**src/stream_pkg.sv**
```systemverilog
package stream_pkg;

   // ----------------------------------------
   // Default sizes of the streaming subsystem
   // ----------------------------------------
   localparam int unsigned DEF_WIDTH = 16;            // Data word width
   localparam int unsigned DEF_WBITS = 4;             // Word address width
   localparam int unsigned DEF_BYTES = 2;             // Byte enables per word

   // ----------------------------------------
   // Kind of an accepted bus request
   // ----------------------------------------
   // Travels down the bridge pipeline next to a valid bit,
   // so no idle code is needed here
   typedef enum logic [1:0] {
      KIND_READ  = 2'b00,                             // Read, returns dat_r with ack
      KIND_WRITE = 2'b01,                             // Write, ack only
      KIND_ERR   = 2'b10                              // No byte selected, err only
   } req_kind_e;

endpackage : stream_pkg

```
**src/sram_if.sv**
```systemverilog
`timescale 1ns/1ps

// Synchronous SRAM command and data port
interface sram_if
   import stream_pkg::*;
#(
   parameter int unsigned WIDTH = DEF_WIDTH,          // Data width
   parameter int unsigned WBITS = DEF_WBITS,          // Address width
   parameter int unsigned BYTES = DEF_BYTES           // Byte enables
);

   logic             ce;                              // Chip enable, one command per cycle
   logic             we;                              // Write when high, read when low
   logic [BYTES-1:0] be;                              // Byte enables for writes
   logic [WBITS-1:0] ad;                              // Word address
   logic [WIDTH-1:0] di;                              // Write data into the array
   logic [WIDTH-1:0] dout;                            // Read data, TICKS cycles after ce

   modport controller (
      output ce, we, be, ad, di,
      input  dout
   );

   modport memory (
      input  ce, we, be, ad, di,
      output dout
   );

endinterface : sram_if

```
**src/wb_pipe_if.sv**
```systemverilog
`timescale 1ns/1ps

// Pipelined Wishbone link between the stream port and the bridge
interface wb_pipe_if
   import stream_pkg::*;
#(
   parameter int unsigned WIDTH = DEF_WIDTH,          // Data width
   parameter int unsigned WBITS = DEF_WBITS,          // Address width
   parameter int unsigned BYTES = DEF_BYTES           // Select lines
);

   // ----------------------------------------
   // Request side
   // ----------------------------------------
   logic             cyc;                             // Bus cycle in progress
   logic             stb;                             // Request strobe
   logic             we;                              // Write request
   logic [BYTES-1:0] sel;                             // Byte selects
   logic [WBITS-1:0] adr;                             // Word address from the counter
   logic [WIDTH-1:0] dat_w;                           // Write data

   // ----------------------------------------
   // Response side
   // ----------------------------------------
   logic [WIDTH-1:0] dat_r;                           // Read data, valid with ack
   logic             ack;                             // Normal completion
   logic             stall;                           // Request not taken this cycle
   logic             err;                             // Error completion

   // Stream port side
   modport master (
      output cyc, stb, we, sel, adr, dat_w,
      input  dat_r, ack, stall, err
   );

   // Bridge side
   modport slave (
      input  cyc, stb, we, sel, adr, dat_w,
      output dat_r, ack, stall, err
   );

endinterface : wb_pipe_if

```
**src/sram_block.sv**
```systemverilog
`timescale 1ns/1ps

// Behavioral synchronous SRAM, byte-lane writes, TICKS-cycle reads
module sram_block #(
   parameter int unsigned WIDTH = 16,                 // Word width
   parameter int unsigned WBITS = 4,                  // Address width
   parameter int unsigned BYTES = 2,                  // Byte lanes
   parameter int unsigned TICKS = 1                   // Read latency, at least 1
) (
   input  logic     clk_i,
   sram_if.memory   mem_m
);

   localparam int unsigned LANE = WIDTH / BYTES;      // Bits per byte lane

   logic [WIDTH-1:0] mem [2**WBITS];                  // Storage array
   logic [WIDTH-1:0] rd_q [TICKS];                    // Read delay line

   // ----------------------------------------
   // Write port
   // ----------------------------------------
   always_ff @(posedge clk_i) begin
      if (mem_m.ce && mem_m.we) begin
         for (int b = 0; b < BYTES; b++) begin
            if (mem_m.be[b]) begin
               mem[mem_m.ad][b*LANE +: LANE] <= mem_m.di[b*LANE +: LANE];
            end
         end
      end
   end

   // ----------------------------------------
   // Read port
   // ----------------------------------------
   always_ff @(posedge clk_i) begin
      if (mem_m.ce && !mem_m.we) begin
         rd_q[0] <= mem[mem_m.ad];                    // First stage samples the array
      end
      for (int i = 1; i < TICKS; i++) begin
         rd_q[i] <= rd_q[i-1];                        // Remaining stages just delay
      end
   end

   assign mem_m.dout = rd_q[TICKS-1];

endmodule : sram_block

```
**src/stream_sram_top.sv**
```systemverilog
`timescale 1ns/1ps

module stream_sram_top
   import stream_pkg::*;
#(
   parameter int unsigned WIDTH = DEF_WIDTH,          // Data width
   parameter int unsigned WBITS = DEF_WBITS,          // SRAM address width
   parameter int unsigned BYTES = DEF_BYTES,          // Byte enables
   parameter int unsigned START = 2,                  // Stream window start
   parameter int unsigned LAST  = 13,                 // Stream window end
   parameter int unsigned STEP  = 1,                  // Address step
   parameter int unsigned TICKS = 1                   // SRAM read latency
) (
   input  logic             clk_i,
   input  logic             reset_i,
   input  logic             cyc_i,
   input  logic             stb_i,
   input  logic             we_i,
   input  logic [BYTES-1:0] sel_i,
   input  logic [WIDTH-1:0] dat_i,
   output logic             ack_o,
   output logic             stall_o,
   output logic             err_o,
   output logic [WIDTH-1:0] dat_o,
   output logic             wrapped_o
);

   // ----------------------------------------
   // Internal links
   // ----------------------------------------
   wb_pipe_if #(.WIDTH(WIDTH), .WBITS(WBITS), .BYTES(BYTES)) wb_bus ();
   sram_if    #(.WIDTH(WIDTH), .WBITS(WBITS), .BYTES(BYTES)) mem_bus ();

   // Address generator and wrap detect
   wb_sram_stream #(
      .WIDTH(WIDTH), .WBITS(WBITS), .BYTES(BYTES),
      .START(START), .LAST(LAST), .STEP(STEP)
   ) u_stream (
      .clk_i    (clk_i),
      .reset_i  (reset_i),
      .cyc_i    (cyc_i),
      .stb_i    (stb_i),
      .we_i     (we_i),
      .sel_i    (sel_i),
      .dat_i    (dat_i),
      .dat_o    (dat_o),
      .ack_o    (ack_o),
      .stall_o  (stall_o),
      .err_o    (err_o),
      .wrapped_o(wrapped_o),
      .bus_m    (wb_bus.master)
   );

   // Wishbone to SRAM command conversion
   wb_sram_bridge #(
      .WIDTH(WIDTH), .WBITS(WBITS), .BYTES(BYTES), .TICKS(TICKS)
   ) u_bridge (
      .clk_i  (clk_i),
      .reset_i(reset_i),
      .bus_s  (wb_bus.slave),
      .mem_c  (mem_bus.controller)
   );

   sram_block #(
      .WIDTH(WIDTH), .WBITS(WBITS), .BYTES(BYTES), .TICKS(TICKS)
   ) u_sram (
      .clk_i(clk_i),
      .mem_m(mem_bus.memory)
   );

endmodule : stream_sram_top

```
**src/wb_sram_bridge.sv**
```systemverilog
`timescale 1ns/1ps

// Pipelined Wishbone slave in front of a synchronous SRAM
module wb_sram_bridge
   import stream_pkg::*;
#(
   parameter int unsigned WIDTH = 16,                 // Data width
   parameter int unsigned WBITS = 4,                  // Address width
   parameter int unsigned BYTES = 2,                  // Byte enables
   parameter int unsigned TICKS = 1                   // SRAM read latency, at least 1
) (
   input  logic        clk_i,
   input  logic        reset_i,
   wb_pipe_if.slave    bus_s,
   sram_if.controller  mem_c
);

   // ----------------------------------------
   // Request decode
   // ----------------------------------------
   logic             accept_w;                        // Handshake completes at this edge
   logic             stall_w;                         // Turnaround stall
   req_kind_e        kind_w;                          // Kind of the presented request
   logic             wr_last_q;                       // A write was accepted last edge

   // SRAM command registers
   logic             ce_q;
   logic             we_q;
   logic [BYTES-1:0] be_q;
   logic [WBITS-1:0] ad_q;
   logic [WIDTH-1:0] di_q;

   // Response timing pipeline
   logic [TICKS:0]   vld_q;                           // Occupied stages
   req_kind_e        kind_q [TICKS+1];                // Kind per stage
   logic             ack_q;
   logic             err_q;
   logic [WIDTH-1:0] dat_r_q;                         // Captured read word

   assign kind_w = (bus_s.sel == '0) ? KIND_ERR :
                   (bus_s.we ? KIND_WRITE : KIND_READ);

   // Read right behind a write waits one cycle for the bus turnaround
   assign stall_w  = wr_last_q && bus_s.cyc && bus_s.stb && !bus_s.we;
   assign accept_w = bus_s.cyc && bus_s.stb && !stall_w;

   always_ff @(posedge clk_i) begin
      if (reset_i) begin
         wr_last_q <= 1'b0;
      end else begin
         wr_last_q <= accept_w && (kind_w == KIND_WRITE);
      end
   end

   // ----------------------------------------
   // SRAM command, registered at acceptance
   // ----------------------------------------
   always_ff @(posedge clk_i) begin
      if (reset_i) begin
         ce_q <= 1'b0;
      end else begin
         ce_q <= accept_w && (kind_w != KIND_ERR);    // Rejected requests never reach the SRAM
      end
   end

   always_ff @(posedge clk_i) begin
      if (accept_w) begin
         we_q <= bus_s.we;
         be_q <= bus_s.sel;                           // Only selected lanes get written
         ad_q <= bus_s.adr;
         di_q <= bus_s.dat_w;
      end
   end

   // ----------------------------------------
   // Kind pipeline, depth TICKS+1
   // ----------------------------------------
   always_ff @(posedge clk_i) begin
      if (reset_i || !bus_s.cyc) begin
         vld_q <= '0;                                 // Dropped cycle discards in-flight work
      end else begin
         vld_q[0] <= accept_w;
         for (int i = 1; i <= TICKS; i++) begin
            vld_q[i] <= vld_q[i-1];
         end
      end
   end

   always_ff @(posedge clk_i) begin
      kind_q[0] <= kind_w;
      for (int i = 1; i <= TICKS; i++) begin
         kind_q[i] <= kind_q[i-1];
      end
   end

   // Responses come out in acceptance order, TICKS+1 edges after the request
   always_ff @(posedge clk_i) begin
      if (reset_i || !bus_s.cyc) begin
         ack_q <= 1'b0;
         err_q <= 1'b0;
      end else begin
         ack_q <= vld_q[TICKS] && (kind_q[TICKS] != KIND_ERR);
         err_q <= vld_q[TICKS] && (kind_q[TICKS] == KIND_ERR);
      end
   end

   always_ff @(posedge clk_i) begin
      if (vld_q[TICKS] && (kind_q[TICKS] == KIND_READ)) begin
         dat_r_q <= mem_c.dout;                       // SRAM word is valid in this cycle
      end
   end

   // ----------------------------------------
   // Outputs
   // ----------------------------------------
   assign bus_s.stall = stall_w;
   assign bus_s.ack   = ack_q;
   assign bus_s.err   = err_q;
   assign bus_s.dat_r = dat_r_q;

   assign mem_c.ce = ce_q;
   assign mem_c.we = we_q;
   assign mem_c.be = be_q;
   assign mem_c.ad = ad_q;
   assign mem_c.di = di_q;

endmodule : wb_sram_bridge

```
**src/wb_sram_stream.sv**
```systemverilog
`timescale 1ns/1ps

// Stream port: the master sends no address, the counter here supplies it
module wb_sram_stream #(
   parameter int unsigned WIDTH = 16,                 // Data width
   parameter int unsigned WBITS = 4,                  // Address width
   parameter int unsigned BYTES = 2,                  // Select lines
   parameter int unsigned START = 0,                  // First address of the window
   parameter int unsigned LAST  = 15,                 // Last address before the wrap
   parameter int unsigned STEP  = 1                   // Address increment
) (
   input  logic             clk_i,
   input  logic             reset_i,
   input  logic             cyc_i,
   input  logic             stb_i,
   input  logic             we_i,
   input  logic [BYTES-1:0] sel_i,
   input  logic [WIDTH-1:0] dat_i,
   output logic [WIDTH-1:0] dat_o,
   output logic             ack_o,
   output logic             stall_o,
   output logic             err_o,
   output logic             wrapped_o,
   wb_pipe_if.master        bus_m
);

   logic [WBITS-1:0] adr_q;                           // Address counter
   logic             wrap_q;                          // Last counted request was at LAST
   logic             wrap_d_q;                        // Delayed copy of wrap_q
   logic             wrapped_q;                       // Registered wrap pulse
   logic             accept_w;                        // Request taken at this edge
   logic             count_w;                         // Request moves the counter
   logic             at_last_w;                       // Counter sits on LAST

   // ----------------------------------------
   // Request forwarding
   // ----------------------------------------
   assign bus_m.cyc   = cyc_i;
   assign bus_m.stb   = stb_i;
   assign bus_m.we    = we_i;
   assign bus_m.sel   = sel_i;
   assign bus_m.dat_w = dat_i;
   assign bus_m.adr   = adr_q;                        // Counter replaces the master address

   assign dat_o   = bus_m.dat_r;                      // Responses go straight back
   assign ack_o   = bus_m.ack;
   assign err_o   = bus_m.err;
   assign stall_o = bus_m.stall;

   assign accept_w  = cyc_i && stb_i && !bus_m.stall; // Wishbone pipelined handshake
   assign count_w   = accept_w && (sel_i != '0);      // Empty select is rejected, no advance
   assign at_last_w = (adr_q == WBITS'(LAST));

   // ----------------------------------------
   // Address counter
   // ----------------------------------------
   always_ff @(posedge clk_i) begin
      if (reset_i) begin
         adr_q <= WBITS'(START);
      end else if (count_w) begin
         adr_q <= at_last_w ? WBITS'(START) : adr_q + WBITS'(STEP);
      end
   end

   // Wrap flag follows every counted request, the pulse marks its rising edge
   always_ff @(posedge clk_i) begin
      if (reset_i) begin
         wrap_q    <= 1'b0;
         wrap_d_q  <= 1'b0;
         wrapped_q <= 1'b0;
      end else begin
         if (count_w) begin
            wrap_q <= at_last_w;                      // Set at the LAST acceptance edge
         end
         wrap_d_q  <= wrap_q;
         wrapped_q <= wrap_q && !wrap_d_q;            // One cycle, one edge after acceptance
      end
   end

   assign wrapped_o = wrapped_q;

endmodule : wb_sram_stream
```
**config.mk**
```make
export PLATFORM = sky130hd
export DESIGN_NAME = stream_sram_top
export DESIGN_NICKNAME = d
export VERILOG_FILES = /design/src/stream_pkg.sv /design/src/sram_if.sv /design/src/wb_pipe_if.sv /design/src/sram_block.sv /design/src/stream_sram_top.sv /design/src/wb_sram_bridge.sv /design/src/wb_sram_stream.sv
export SDC_FILE = /design/constraint.sdc
export NUM_CORES = 1
export LEC_CHECK = 0
export BUFFER_PORTS_ARGS = -buffer_cell sky130_fd_sc_hd__buf_2
export CAP_MARGIN = 15
export CORE_MARGIN = 2
export CORE_UTILIZATION = 35
export CTS_CLUSTER_DIAMETER = 50
export DETAILED_ROUTE_END_ITERATION = 12
export GPL_TIMING_DRIVEN = 0
export PLACE_DENSITY = 0.57
export RECOVER_POWER = 100
export SYNTH_ARGS = -nofsm -noshare
export SYNTH_HDL_FRONTEND = slang
export SYNTH_SLANG_ARGS = --single-unit
```
**constraint.sdc**
```tcl
create_clock -name clk_i -period 4.8 [get_ports clk_i]
set_input_delay 0.72 -clock clk_i [delete_from_list [all_inputs] [get_ports clk_i]]
set_output_delay 0.72 -clock clk_i [all_outputs]
set_load 0.005 [all_outputs]
```
# Word level (Yosys, flattened, before mapping)
# Memories as Yosys holds them, arrays and structs flattened. A register that Yosys moved wholly into a read port is not among the register bits.
# Index checks and enable logic that the tools add are counted.
# word_totals
out_inout_bits,20
latchBits,0
input_bits,23
rom_bits,0
wordCells,57
memories,3
register_bits,36
mem_bits_rw,276
# memory_table
memory,depth,width,read_ports,rd_clocked_by_memory_dff,write_ports,line_no,rtl
u_sram.mem,16,16,1,1,1,sram_block.sv:16,logic [WIDTH-1:0] mem [2**WBITS];
u_sram.rd_q,1,16,1,1,1,sram_block.sv:17,logic [WIDTH-1:0] rd_q [TICKS];
u_bridge.kind_q,2,2,2,0,2,wb_sram_bridge.sv:35,req_kind_e kind_q [TICKS+1];
# classes
muxes,12
n_addsub,1
div_mod_pow,0
bitwise,0
n_mul,0
shifts,0
magnitude_cmp,0
eq_ne,5
reduce_logical,23
# ops
op,n
$logic_and 1x1->1,14
$mux 1,9
$mux 4,2
$logic_not 1->1,5
$add 4x1->4 const B,1
$eq 4x4->1 const B,1
$logic_not 2->1,2
$ne 2x2->1 const B,2
$eq 2x1->1 const B,1
$eq 2x2->1 const B,1
$mux 2,1
$reduce_bool 2->1,1
$logic_or 1x1->1,1

# Longest topological paths before layout
# Gate-level depths: netlist (run 1).
# logic_depth
depth_word,6
mapped_depth,5
mapped_depth_nobuf,5

# Cells and area by module
# Synthesis (run 1) repeated with hierarchy kept, for this count alone.
# unflattened
cells_unflattened,604
area_unflattened_um2,12445.7
# by_module_without_submodules
mod,area_each_um2,seq_area_each_um2,n_inst,cells_each
sram_block,10324.9,8167.8,1,464
wb_sram_bridge,1486.4,1371.3,1,64
wb_sram_stream,634.4,140.1,1,76

# Worst setup path after synthesis (run 1)
# OpenSTA, ideal clock, no wires.
# synth_path
kind,register to register
startpoint,register u_bridge.vld_q[1]
endpoint,"register u_bridge.dat_r_q[0], in the netlist u_bridge.bus_s.dat_r[0], read port of u_sram.rd_q (enable)"
path_buffers,0
setup_slack_ns,2.831
stages_incl_launch_ff,2
required_time_ns,4.387
arrival_time_ns,1.556
setup_ns,0.413
synth_period_minus_slack_ns,1.969
cell_sequence,dfxtp_1 nor3b_1
# synth_via
elab_chain_cells,1
# synth_rtl
item,line_no,rtl
"start, declared",wb_sram_bridge.sv:34,logic [TICKS:0] vld_q;
"start signal, assigned by index",wb_sram_bridge.sv:84,vld_q[i] <= vld_q[i-1];
$logic_and 1x1->1,wb_sram_bridge.sv:108,if (vld_q[TICKS] && (kind_q[TICKS] == KIND_READ)) begin
"end, declared",wb_sram_bridge.sv:38,logic [WIDTH-1:0] dat_r_q;
# No other way between the ends.
# A chain may end at the register's enable or synchronous reset.

==> results of run 1 <==
## power by group
part           leakage (nW)  internal [mW]  switching, mW
sequential             2.98           3.18         0.0324
combinational         0.955          0.101          0.120
clock                 0.574           1.57           1.13
## registers in the layout (all words and copies together), names as in the netlist, named ones only
register,flops
u_stream.bus_m.adr,4
u_stream.wrap_q,1
u_bridge.bus_s.ack,1
u_bridge.mem_c.ad,4
u_sram.rd_q,16
u_bridge.wr_last_q,1
u_bridge.bus_s.dat_r,16
u_stream.wrapped_o,1
u_bridge.bus_s.err,1
u_stream.wrap_d_q,1
u_bridge.mem_c.ce,1
u_bridge.mem_c.be,2
u_bridge.kind_q,4
u_bridge.vld_q,2
u_sram.mem,256
u_bridge.mem_c.di,16
u_bridge.mem_c.we,1
## through the flow
step | cell area [sq um] | power [mW] | hold WS (ns) | utilization
after global routing | 14200 | 6.34 | 0.349 | 0.411
after floorplan | 12300 | 3.41 | 0.310 | -
final | 14200 | 6.13 | 0.339 | 0.411
after detailed placement | 13100 | 3.50 | 0.319 | 0.379
after global placement | 13000 | 3.49 | 0.318 | 0.377
after CTS | 14300 | 6.21 | 0.342 | 0.413
## cells by family (layout without fill, tap and decap cells)
family          after synthesis  after routing
flops                       332            332
fa+ha+maj                     2              2
mux                          66             66
simple gates                 95             95
compound gates               49             49
buf+inv                      32            145
## worst max path at each step
stage                                    from                            endpoint  slack (ns)  depth (start not counted)
2_1_floorplan    u_bridge.vld_q[1]$_SDFF_PP0_   u_bridge.bus_s.dat_r[0]$_DFFE_PP_        2.83                          1
3_3_place_gp    u_bridge.kind_q[0][2]$_DFF_P_  u_bridge.bus_s.dat_r[11]$_DFFE_PP_        1.56                          1
3_5_place_dp                             we_i      u_bridge.mem_c.di[3]$_DFFE_PP_        2.39                          4
4_1_cts        u_bridge.mem_c.ad[1]$_DFFE_PP_          u_sram.mem[8][3]$_DFFE_PP_        2.57                          3
5_1_grt                                  flop        u_sram.rd_q[0][13]$_DFFE_PP_        1.57                          5
6_report                                 flop        u_sram.rd_q[0][12]$_DFFE_PP_        1.86                          5
## metal layers
layer / global-route usage / up-vias / routed length, microns
met4: 0.0396 / 0 / 560
met1: 0.178 / 2911 / 10400
met2: 0.222 / 166 / 11500
met3: 0.0259 / 48 / 1290
met5: 0 / - / 0
li1: - / 2552 / -
## final cells by class
class	count	share of cell area
Tap cell	455	0.0401
Clock inverter	22	0.0130
Inverter	4	0.00106
Sequential cell	332	0.688
Multi-Input combinational cell	212	0.164
Buffer	28	0.0102
Clock buffer	48	0.0711
Timing Repair Buffer	43	0.0131
## layout by cell type, fill, tap and decap left out, types with 6 or more instances in the layout
| cell type | count |
|---|---|
| sky130_fd_sc_hd__edfxtp_1 | 311 |
| sky130_fd_sc_hd__mux4_2 | 54 |
| sky130_fd_sc_hd__clkbuf_1 | 45 |
| sky130_fd_sc_hd__clkbuf_16 | 39 |
| sky130_fd_sc_hd__nor2_1 | 36 |
| sky130_fd_sc_hd__a22oi_1 | 32 |
| sky130_fd_sc_hd__buf_2 | 29 |
| sky130_fd_sc_hd__nand2_1 | 25 |
| sky130_fd_sc_hd__dfxtp_1 | 21 |
| sky130_fd_sc_hd__nor2b_1 | 10 |
| sky130_fd_sc_hd__mux4_1 | 10 |
| sky130_fd_sc_hd__clkinv_1 | 6 |
==> impl_results.rst, run 1 <==
.. list-table::
   :header-rows: 1

   * - Metric
     - Value
   * - Hold EP
     - u_bridge.kind_q[0][2]$_DFF_P_
   * - Htree depth
     - 2
   * - Endpoint kind of the worst setup timing path
     - flop
   * - Synth Area in XOR/XNOR
     - 0
   * - Depth of the most critical reg-to-reg path
     - 5
   * - Areal power density over the cells
     - 432 nW/um^2
   * - IO Count
     - 43
   * - Post-synthesis share of cell area spent on and, or, nand and nor gates
     - 0.0360
   * - Area grow syn2layout
     - 15.8%
   * - Largest buffer count on any clock path
     - 3
   * - Final worst setup slack
     - 1.86 ns
   * - Worst path most repeated cell
     - sky130_fd_sc_hd__clkbuf_1
   * - Root buf cell
     - sky130_fd_sc_hd__clkbuf_16
   * - Main synth FF type
     - sky130_fd_sc_hd__edfxtp_1
   * - First-pass GRT wire length
     - 35.8 mm
   * - Remaining routing DRC violations
     - 0
   * - Final critical path time including I/O delays and setup
     - 2.94 ns
   * - Hold path depth
     - 0
   * - Syn_nets
     - 601
   * - Commonest cells in the synthesized netlist
     - 311 x sky130_fd_sc_hd__edfxtp_1, 54 x sky130_fd_sc_hd__mux4_2, 36 x sky130_fd_sc_hd__nor2_1
   * - Floorplan die height
     - 191 microns
   * - Area of the mapped netlist
     - 12300 sq um
   * - Number of max-cap violations
     - 1
   * - Number of enable-type register cells in the synthesized netlist
     - 311
   * - Adder-cell share of the synthesized area
     - 0.00204
   * - Largest net degree at the start of global routing
     - 24
   * - Start point of the worst min-delay path
     - u_bridge.kind_q[0][0]$_DFF_P_
   * - 1st-iter DRT viols
     - 425
   * - Largest fanout on the critical path
     - 10
   * - Max Clock Skew
     - 0.0157 ns
   * - Number of cell rows
     - 68
   * - Top Family by Delay on Critical Path
     - buffers and inverters
   * - Failing checks
     - max-capacitance violations, max-slew violations
   * - Number of cells in the design after placement
     - 1074
   * - Number of global-route vias before repair
     - 5877
   * - Area leader, netlist
     - sky130_fd_sc_hd__edfxtp_1
   * - Sequential fraction of the synthesis area
     - 0.796
   * - Combinational family with the most area after synthesis
     - multiplexers
   * - Multiplexer share of the synthesized area
     - 0.122
   * - Clock insertion delay at the later pin of the skew report
     - 0.52 ns
   * - Total negative setup slack
     - 0 ns
   * - DIE WIDTH
     - 191 microns
   * - Synthesized-area fraction occupied by ao, oa, aoi and oai cells
     - 0.0291
   * - Worst slack after detailed placement
     - 2.39 ns
   * - CP bufs+invs
     - 2
   * - Capturing point of the worst reg2reg path
     - u_sram.rd_q[0][12]$_DFFE_PP_
   * - Final period util
     - 0.612
   * - Number of CTS-inserted buffers
     - 38
   * - Routed vias/inst
     - 4.96
   * - Hold/Removal Path Class
     - flop to flop
   * - Initial cell density of the core
     - 0.355
   * - Post-synthesis sequential element count
     - 332
   * - Final Max Slew Viols
     - 6
   * - Postcts setup bufs
     - 0
   * - R2R Setup Slk
     - 1.86 ns
   * - CTS tree
     - yes
   * - Count of hold buffers inserted by post-cts repair
     - 0
   * - GR Overflow Total
     - 0
   * - WL final
     - 23.7 mm
   * - Top-count cell post-synth
     - sky130_fd_sc_hd__edfxtp_1
   * - Number of clock sinks seen by CTS
     - 332
   * - Routed length per instance
     - 20.7 microns
   * - Worst-path cell chain
     - clkbuf_1 -> clkbuf_1 -> mux4_2 -> a22oi_1 -> nand2_1
   * - Worst slew pin tran
     - 1.51 ns
   * - Slowest cell on the critical path
     - sky130_fd_sc_hd__clkbuf_1
   * - Core Area
     - 34500 sq um
   * - FF+latch area
     - 9760 sq um
   * - Synth Warn #
     - 0
   * - Peak supply drop
     - 233 uV
   * - Endpoints failing setup
     - 0
   * - Final antenna-violating net count
     - 0
   * - Worst-path clk slew
     - 0.06 ns
   * - Outcome
     - finished, violations left
   * - Final Hold Vio Count
     - 0
   * - Max Clock Freq
     - 340 MHz
   * - Number of antenna violations at the first check in global routing
     - 0
   * - Routed via count
     - 5677
   * - Syn Area/Cell
     - 21.3 sq um
   * - Cell variety after synth
     - 34
   * - Layout cells sized above 1
     - 0.215
   * - Half-perimeter wire length of the detailed placement result
     - 15.9 mm
   * - Number of nets in the final layout
     - 684
   * - Worst relative slew slack
     - -0.0117
   * - Synth top area share
     - 0.762
   * - Number of inserted filler cells in the final layout
     - 3098
   * - Filler-free cell count of the finished design
     - 1144
   * - DR pass1 iterations
     - 4
   * - Fraction of registers with async set or reset after synthesis
     - 0
   * - Routability-driven placement congestion ratio
     - 0.739
   * - Endpoint arrival time on the critical path
     - 3.20 ns
   * - Required arrival time at the worst endpoint
     - 5.06 ns
   * - Highest cell delay on the worst timing path
     - 0.77 ns
   * - Cells resized by post-CTS repair
     - 0
   * - RSZ-0062 raised after global routing
     - no
   * - Synth Instances
     - 576
   * - Leading post-synthesis cells by cell area
     - sky130_fd_sc_hd__edfxtp_1 76%, sky130_fd_sc_hd__mux4_2 9.9%, sky130_fd_sc_hd__dfxtp_1 3.4%
   * - Type of origin of the critical path
     - flop
   * - IO Port Bufs
     - 41
   * - Count of antenna diodes in the layout
     - 0
   * - Leak pwr
     - 4.51 nW
   * - Multi-input combinational cell area
     - 2320 sq um
   * - Setup CP Type
     - flop to flop
   * - Floorplan die area
     - 36500 sq um
   * - All-Layer GR Usage
     - 0.133
(Power assumes the default switching activity.)
==> run 2: changes to the inputs <==
Clock period 4.8 ns to 3.02 ns, I/O delays scaled along.
==> impl_results.rst, run 2 (synthesized netlist as in run 1, its figures left out) <==
.. list-table::
   :header-rows: 1

   * - Metric
     - Value
   * - Worst slack after detailed placement
     - 0.804 ns
   * - Hold/Removal Path Class
     - input pin to flop
   * - Half-perimeter wire length of the detailed placement result
     - 15.9 mm
   * - Routed via count
     - 5656
   * - Initial cell density of the core
     - 0.355
   * - Highest cell delay on the worst timing path
     - 0.66 ns
   * - Flip-flop count of the largest register after layout
     - 256
   * - Cells resized by post-CTS repair
     - 0
   * - Clock insertion delay at the later pin of the skew report
     - 0.52 ns
   * - Final Hold Vio Count
     - 0
   * - Routed length per instance
     - 20.7 microns
   * - Cell area reported after detailed placement
     - 13100 sq um
   * - Floorplan die height
     - 191 microns
   * - WL final
     - 23.7 mm
   * - DIE WIDTH
     - 191 microns
   * - FF+latch area
     - 9760 sq um
   * - Number of clock sinks seen by CTS
     - 332
   * - Most common cell after layout, fill and taps aside
     - sky130_fd_sc_hd__edfxtp_1
   * - Largest net degree at the start of global routing
     - 24
   * - 1st-iter DRT viols
     - 421
   * - Number of CTS-inserted buffers
     - 38
   * - Routability-driven placement congestion ratio
     - 0.739
   * - Number of inserted filler cells in the final layout
     - 3094
   * - Type of origin of the critical path
     - flop
   * - All-Layer GR Usage
     - 0.133
   * - DR pass1 iterations
     - 4
   * - Clock power frac
     - 0.440
   * - Pint
     - 7.71 mW
   * - Areal power density over the cells
     - 686 nW/um^2
   * - Most used cells in the layout excluding fill and tap cells
     - 311 x sky130_fd_sc_hd__edfxtp_1, 54 x sky130_fd_sc_hd__mux4_2, 42 x sky130_fd_sc_hd__clkbuf_1
   * - Leak pwr
     - 4.52 nW
   * - Number of max-cap violations
     - 1
   * - Slowest cell on the critical path
     - sky130_fd_sc_hd__clkbuf_1
   * - Failing checks
     - max-capacitance violations, max-slew violations
   * - Floorplan die area
     - 36500 sq um
   * - Final antenna-violating net count
     - 0
   * - Multi-input combinational cell area
     - 2320 sq um
   * - Endpoint kind of the worst setup timing path
     - flop
   * - Count of antenna diodes in the layout
     - 0
   * - Htree depth
     - 2
   * - Count of hold buffers inserted by post-cts repair
     - 0
   * - Largest fanout on the critical path
     - 10
   * - Max Clock Skew
     - 0.0157 ns
   * - Postcts setup bufs
     - 0
   * - GR Overflow Total
     - 0
   * - Endpoint arrival time on the critical path
     - 2.68 ns
   * - Worst-path clk slew
     - 0.06 ns
   * - Peak supply drop
     - 371 uV
   * - Max Clock Freq
     - 411 MHz
   * - Area grow syn2layout
     - 15.9%
   * - Number of cell rows
     - 68
   * - First-pass GRT wire length
     - 35.8 mm
   * - Routed vias/inst
     - 4.94
   * - Required arrival time at the worst endpoint
     - 3.27 ns
   * - Worst relative slew slack
     - -0.0634
   * - Layout cells sized above 1
     - 0.219
   * - Core Area
     - 34500 sq um
   * - Worst-path cell chain
     - buf_6 -> clkbuf_1 -> mux4_2 -> a22oi_1 -> nand2_1
   * - Setup CP Type
     - flop to flop
   * - Power dissipated by switching net loads
     - 2.03 mW
   * - RSZ-0062 raised after global routing
     - no
   * - Root buf cell
     - sky130_fd_sc_hd__clkbuf_16
   * - Final worst setup slack
     - 0.584 ns
   * - Final design instance area without fill
     - 14200 sq um
   * - Endpoints failing setup
     - 0
   * - IO Count
     - 43
   * - Final critical path time including I/O delays and setup
     - 2.44 ns
   * - Register ranked first by flip-flop count
     - u_sram.mem
   * - Outcome
     - finished, violations left
   * - CTS tree
     - yes
   * - Number of nets in the final layout
     - 684
   * - Sequential group share of total power
     - 0.524
   * - Largest buffer count on any clock path
     - 3
   * - Final period util
     - 0.807
   * - Worst slew pin tran
     - 1.59 ns
   * - Number of antenna violations at the first check in global routing
     - 0
   * - Filler-free cell count of the finished design
     - 1144
   * - Remaining routing DRC violations
     - 0
   * - Portion of total power attributed to combinational logic
     - 0.036
   * - Final Max Slew Viols
     - 6
   * - Number of cells in the design after placement
     - 1074
   * - Number of global-route vias before repair
     - 5877
   * - IO Port Bufs
     - 41
   * - Switching part of the total
     - 0.208
==> run 2: cell types whose count changed in the layout (fill, tap and decap cells not counted) <==
cell / delta
sky130_fd_sc_hd__buf_4: +1
sky130_fd_sc_hd__buf_6: +2
sky130_fd_sc_hd__clkbuf_1: -3
==> run 2: per-layer routing <==
| metal | global-route usage | share of wire | up-vias |
|---|---|---|---|
| met5 | 0 | 0 | - |
| met4 | 0.0396 | 0.023 | 0 |
| met3 | 0.0259 | 0.058 | 46 |
| met2 | 0.222 | 0.48 | 162 |
| met1 | 0.178 | 0.43 | 2898 |
| li1 | - | - | 2550 |
==> run 2: path summary, 6_finish.rpt <==
check | to | depth (start not counted) | from | slack, ns
max | u_sram.rd_q[0][10]$_DFFE_PP_ | 5 | flop | 0.58
min | u_bridge.mem_c.di[5]$_DFFE_PP_ | 1 | dat_i[5] | 0.11
max reg2reg | u_sram.rd_q[0][10]$_DFFE_PP_ | 5 | flop | 0.58
min reg2reg | u_bridge.kind_q[0][2]$_DFF_P_ | 0 | u_bridge.kind_q[0][0]$_DFF_P_ | 0.34
==> run 2: power groups by stage <==
stage | sequential [mW] | combinational, mW | clock (mW)
global placement | 5.19 | 0.359 | 0
global route | 5.11 | 0.387 | 4.58
finish | 5.10 | 0.354 | 4.29
floorplan | 5.18 | 0.252 | 0
CTS | 5.10 | 0.366 | 4.40
detailed placement | 5.20 | 0.365 | 0
==> run 2: area by class of cell <==
class	count	share of cell area
multi-input combinational	212	0.164
buffer	28	0.0110
timing repair buffer	43	0.0136
clock inverter	22	0.0130
inverter	4	0.00106
sequential	332	0.687
tap	455	0.0401
clock buffer	48	0.0710
==> run 2: per-stage QoR <==
stage / setup TNS, ns / utilization / power, mW / hold slack, ns
after global routing: 0 / 0.411 / 10.1 / 0.0880
after detailed placement: 0 / 0.379 / 5.57 / 0.319
after floorplan: 0 / - / 5.43 / 0.310
after global placement: -3.52 / 0.377 / 5.55 / 0.318
after CTS: 0 / 0.413 / 9.87 / 0.0827
final: 0 / 0.411 / 9.74 / 0.107
==> run 2: critical path: cells and delay by family (launching register included) <==
family                 cells  cell delay [ns]
AOI/OAI and AO/OA          1             0.26
DFF                        1             0.32
buffers and inverters      2             0.84
muxes                      1             0.61
and+or+nand+nor            1             0.14
==> run 3: changes to the inputs <==
Settings changed: ABC_AREA set to 1.
Clock period 3.02 ns to 2.3 ns, I/O delays scaled along.
==> impl_results.rst, run 3 <==
.. list-table::
   :header-rows: 1

   * - Metric
     - Value
   * - Worst slew pin tran
     - 1.24 ns
   * - RSZ-0062 raised after global routing
     - yes
   * - Synth Warn #
     - 0
   * - CTS tree
     - yes
   * - Final period util
     - 0.980
   * - Worst slack after detailed placement
     - 0.0356 ns
   * - Endpoint arrival time on the critical path
     - 2.38 ns
   * - FF+latch area
     - 9760 sq um
   * - Routed vias/inst
     - 4.61
   * - Number of max-cap violations
     - 0
   * - DIE WIDTH
     - 201 microns
   * - Sequential fraction of the synthesis area
     - 0.719
   * - Final Hold Vio Count
     - 0
   * - Outcome
     - complete, no violations
   * - Endpoint kind of the worst setup timing path
     - flop
   * - Required arrival time at the worst endpoint
     - 2.42 ns
   * - Number of clock sinks seen by CTS
     - 332
   * - WL final
     - 33.5 mm
   * - Max Clock Skew
     - 0.0135 ns
   * - Postcts setup bufs
     - 0
   * - Number of cell rows
     - 72
   * - Peak supply drop
     - 390 uV
   * - Number of inserted filler cells in the final layout
     - 3649
   * - Routed length per instance
     - 17.9 microns
   * - Layout cells sized above 1
     - 0.0987
   * - Leading post-synthesis cells by cell area
     - sky130_fd_sc_hd__edfxtp_1 69%, sky130_fd_sc_hd__nand2_1 10%, sky130_fd_sc_hd__nand3_1 7.3%
   * - Final critical path time including I/O delays and setup
     - 2.25 ns
   * - Initial cell density of the core
     - 0.353
   * - Remaining routing DRC violations
     - 0
   * - Routability-driven placement congestion ratio
     - 0.839
   * - Total negative setup slack
     - 0 ns
   * - All-Layer GR Usage
     - 0.166
   * - Final worst setup slack
     - 0.0462 ns
   * - Number of enable-type register cells in the synthesized netlist
     - 311
   * - IO Count
     - 43
   * - Main synth FF type
     - sky130_fd_sc_hd__edfxtp_1
   * - Endpoints failing setup
     - 0
   * - Half-perimeter wire length of the detailed placement result
     - 22.1 mm
   * - First-pass GRT wire length
     - 50.0 mm
   * - Type of origin of the critical path
     - flop
   * - Worst-path clk slew
     - 0.06 ns
   * - Flip-flop count of the largest register after layout
     - 256
   * - Most common cell after layout, fill and taps aside
     - sky130_fd_sc_hd__nand2_1
   * - Synth top area share
     - 0.688
   * - Commonest cells in the synthesized netlist
     - 369 x sky130_fd_sc_hd__nand2_1, 311 x sky130_fd_sc_hd__edfxtp_1, 215 x sky130_fd_sc_hd__inv_1
   * - Start point of the worst min-delay path
     - dat_i[4]
   * - Hold/Removal Path Class
     - input pin to flop
   * - Root buf cell
     - sky130_fd_sc_hd__clkbuf_16
   * - Max Clock Freq
     - 444 MHz
   * - Number of CTS-inserted buffers
     - 37
   * - Setup CP Type
     - flop to flop
   * - Capturing point of the worst reg2reg path
     - u_sram.mem[11][14]$_DFFE_PP_
   * - Register ranked first by flip-flop count
     - u_sram.mem
   * - Areal power density over the cells
     - 841 nW/um^2
   * - Syn Area/Cell
     - 11.0 sq um
   * - Fraction of registers with async set or reset after synthesis
     - 0
   * - Number of antenna violations at the first check in global routing
     - 0
   * - GR Overflow Total
     - 0
   * - Worst reg2reg path startpoint
     - u_bridge.mem_c.we$_DFFE_PP_
   * - Syn_nets
     - 1264
   * - Top-count cell post-synth
     - sky130_fd_sc_hd__nand2_1
   * - Core Area
     - 38500 sq um
   * - Largest fanout on the critical path
     - 10
   * - R2R Setup Slk
     - 0.05 ns
   * - Largest buffer count on any clock path
     - 3
   * - Synth Instances
     - 1239
   * - Floorplan die height
     - 201 microns
   * - Count of antenna diodes in the layout
     - 0
   * - Area leader, netlist
     - sky130_fd_sc_hd__edfxtp_1
   * - Largest net degree at the start of global routing
     - 26
   * - Final antenna-violating net count
     - 0
   * - Cell variety after synth
     - 20
   * - Most used cells in the layout excluding fill and tap cells
     - 370 x sky130_fd_sc_hd__nand2_1, 311 x sky130_fd_sc_hd__edfxtp_1, 216 x sky130_fd_sc_hd__inv_1
   * - Floorplan die area
     - 40400 sq um
   * - Post-layout util
     - 0.408
   * - 1st-iter DRT viols
     - 703
   * - Clock insertion delay at the later pin of the skew report
     - 0.51 ns
   * - Hold path depth
     - 1
   * - DR pass1 iterations
     - 5
   * - Hold EP
     - u_bridge.mem_c.di[4]$_DFFE_PP_
   * - Worst relative slew slack
     - 0.176
   * - Smallest hold slack
     - 0.0184 ns
   * - Number of global-route vias before repair
     - 8290
   * - Depth of the most critical reg-to-reg path
     - 3
   * - Final Max Slew Viols
     - 0
   * - Area grow syn2layout
     - 15.6%
   * - IO Port Bufs
     - 41
   * - Post-synthesis sequential element count
     - 332
   * - Number of nets in the final layout
     - 1356
   * - Routed via count
     - 8648
   * - Area of the mapped netlist
     - 13600 sq um
   * - Htree depth
     - 2
   * - Leak pwr
     - 6.42 nW
   * - Multi-input combinational cell area
     - 2690 sq um
## run 3: critical path, stage by stage (launching register included)
cell and delay (ns):
sky130_fd_sc_hd__edfxtp_1 0.38, sky130_fd_sc_hd__nand3_1 0.30, sky130_fd_sc_hd__clkbuf_1 0.33, sky130_fd_sc_hd__nor2_1 0.86
## run 3: stage by stage
| step | total power [mW] | area [sq um] | instances |
|---|---|---|---|
| floorplan | 7.25 | 13600 | 1239 |
| global placement | 7.56 | 14400 | 1798 |
| detailed placement | 7.58 | 14500 | 1801 |
| CTS | 13.3 | 15700 | 1875 |
| global route | 13.6 | 15700 | 1875 |
| finish | 13.2 | 15700 | 1875 |
## run 3: routing by layer
layer  track usage  vias up  share of wire
met2         0.270      279           0.46
met5             0        -              0
li1              -     4209              -
met1         0.225     4096           0.44
met4        0.0534        0          0.027
met3        0.0291       64          0.067
## run 3: cell type report
| cell class | instances | share of cell area |
|---|---|---|
| inverter | 217 | 0.0519 |
| clock inverter | 23 | 0.0146 |
| timing repair buffer | 53 | 0.0188 |
| sequential | 332 | 0.622 |
| clock buffer | 42 | 0.0602 |
| tap | 518 | 0.0413 |
| buffer | 54 | 0.0198 |
| multi-input combinational | 636 | 0.171 |
## run 3: worst max-delay path by stage
| stage | slack [ns] | endpoint | depth (start not counted) | from |
|---|---|---|---|---|
| after detailed placement | 0.04 | u_sram.mem[13][2]$_DFFE_PP_ | 3 | u_bridge.mem_c.we$_DFFE_PP_ |
| final | 0.05 | u_sram.mem[11][14]$_DFFE_PP_ | 3 | u_bridge.mem_c.we$_DFFE_PP_ |
| after global placement | -0.93 | u_bridge.bus_s.dat_r[0]$_DFFE_PP_ | 2 | u_bridge.vld_q[1]$_SDFF_PP0_ |
| after floorplan | 0.41 | u_bridge.bus_s.dat_r[0]$_DFFE_PP_ | 1 | u_bridge.kind_q[0][2]$_DFF_P_ |
| after global routing | -0.08 | u_sram.mem[14][13]$_DFFE_PP_ | 3 | u_bridge.mem_c.we$_DFFE_PP_ |
| after CTS | 0.02 | u_sram.mem[13][1]$_DFFE_PP_ | 3 | u_bridge.mem_c.we$_DFFE_PP_ |
## run 3: logic make-up (layout without fill, tap and decap cells)
kind of cell,after synthesis,in the layout,synth area share
and+or+nand+nor,622,622,0.191
DFF,332,332,0.719
buffers and inverters,271,389,0.0829
AOI/OAI and AO/OA,11,11,0.00406
adders and majority gates,2,2,0.00184
xor gates and xnor gates,1,1,0.000645
## run 3: report_power, final
part           internal (mW)  switching (mW)
combinational          0.222           0.532
clock                   3.42            2.32
sequential              6.63          0.0744
total                   10.3            2.93
## run 3: what timing repair did
| item | in CTS | in global routing |
|---|---|---|
| endpoints found under the setup margin | 0 | 48 |
| hold endpoints to repair | 9 | 0 |
| resized for setup | 0 | 3 |
| hold buffers | 9 | 0 |
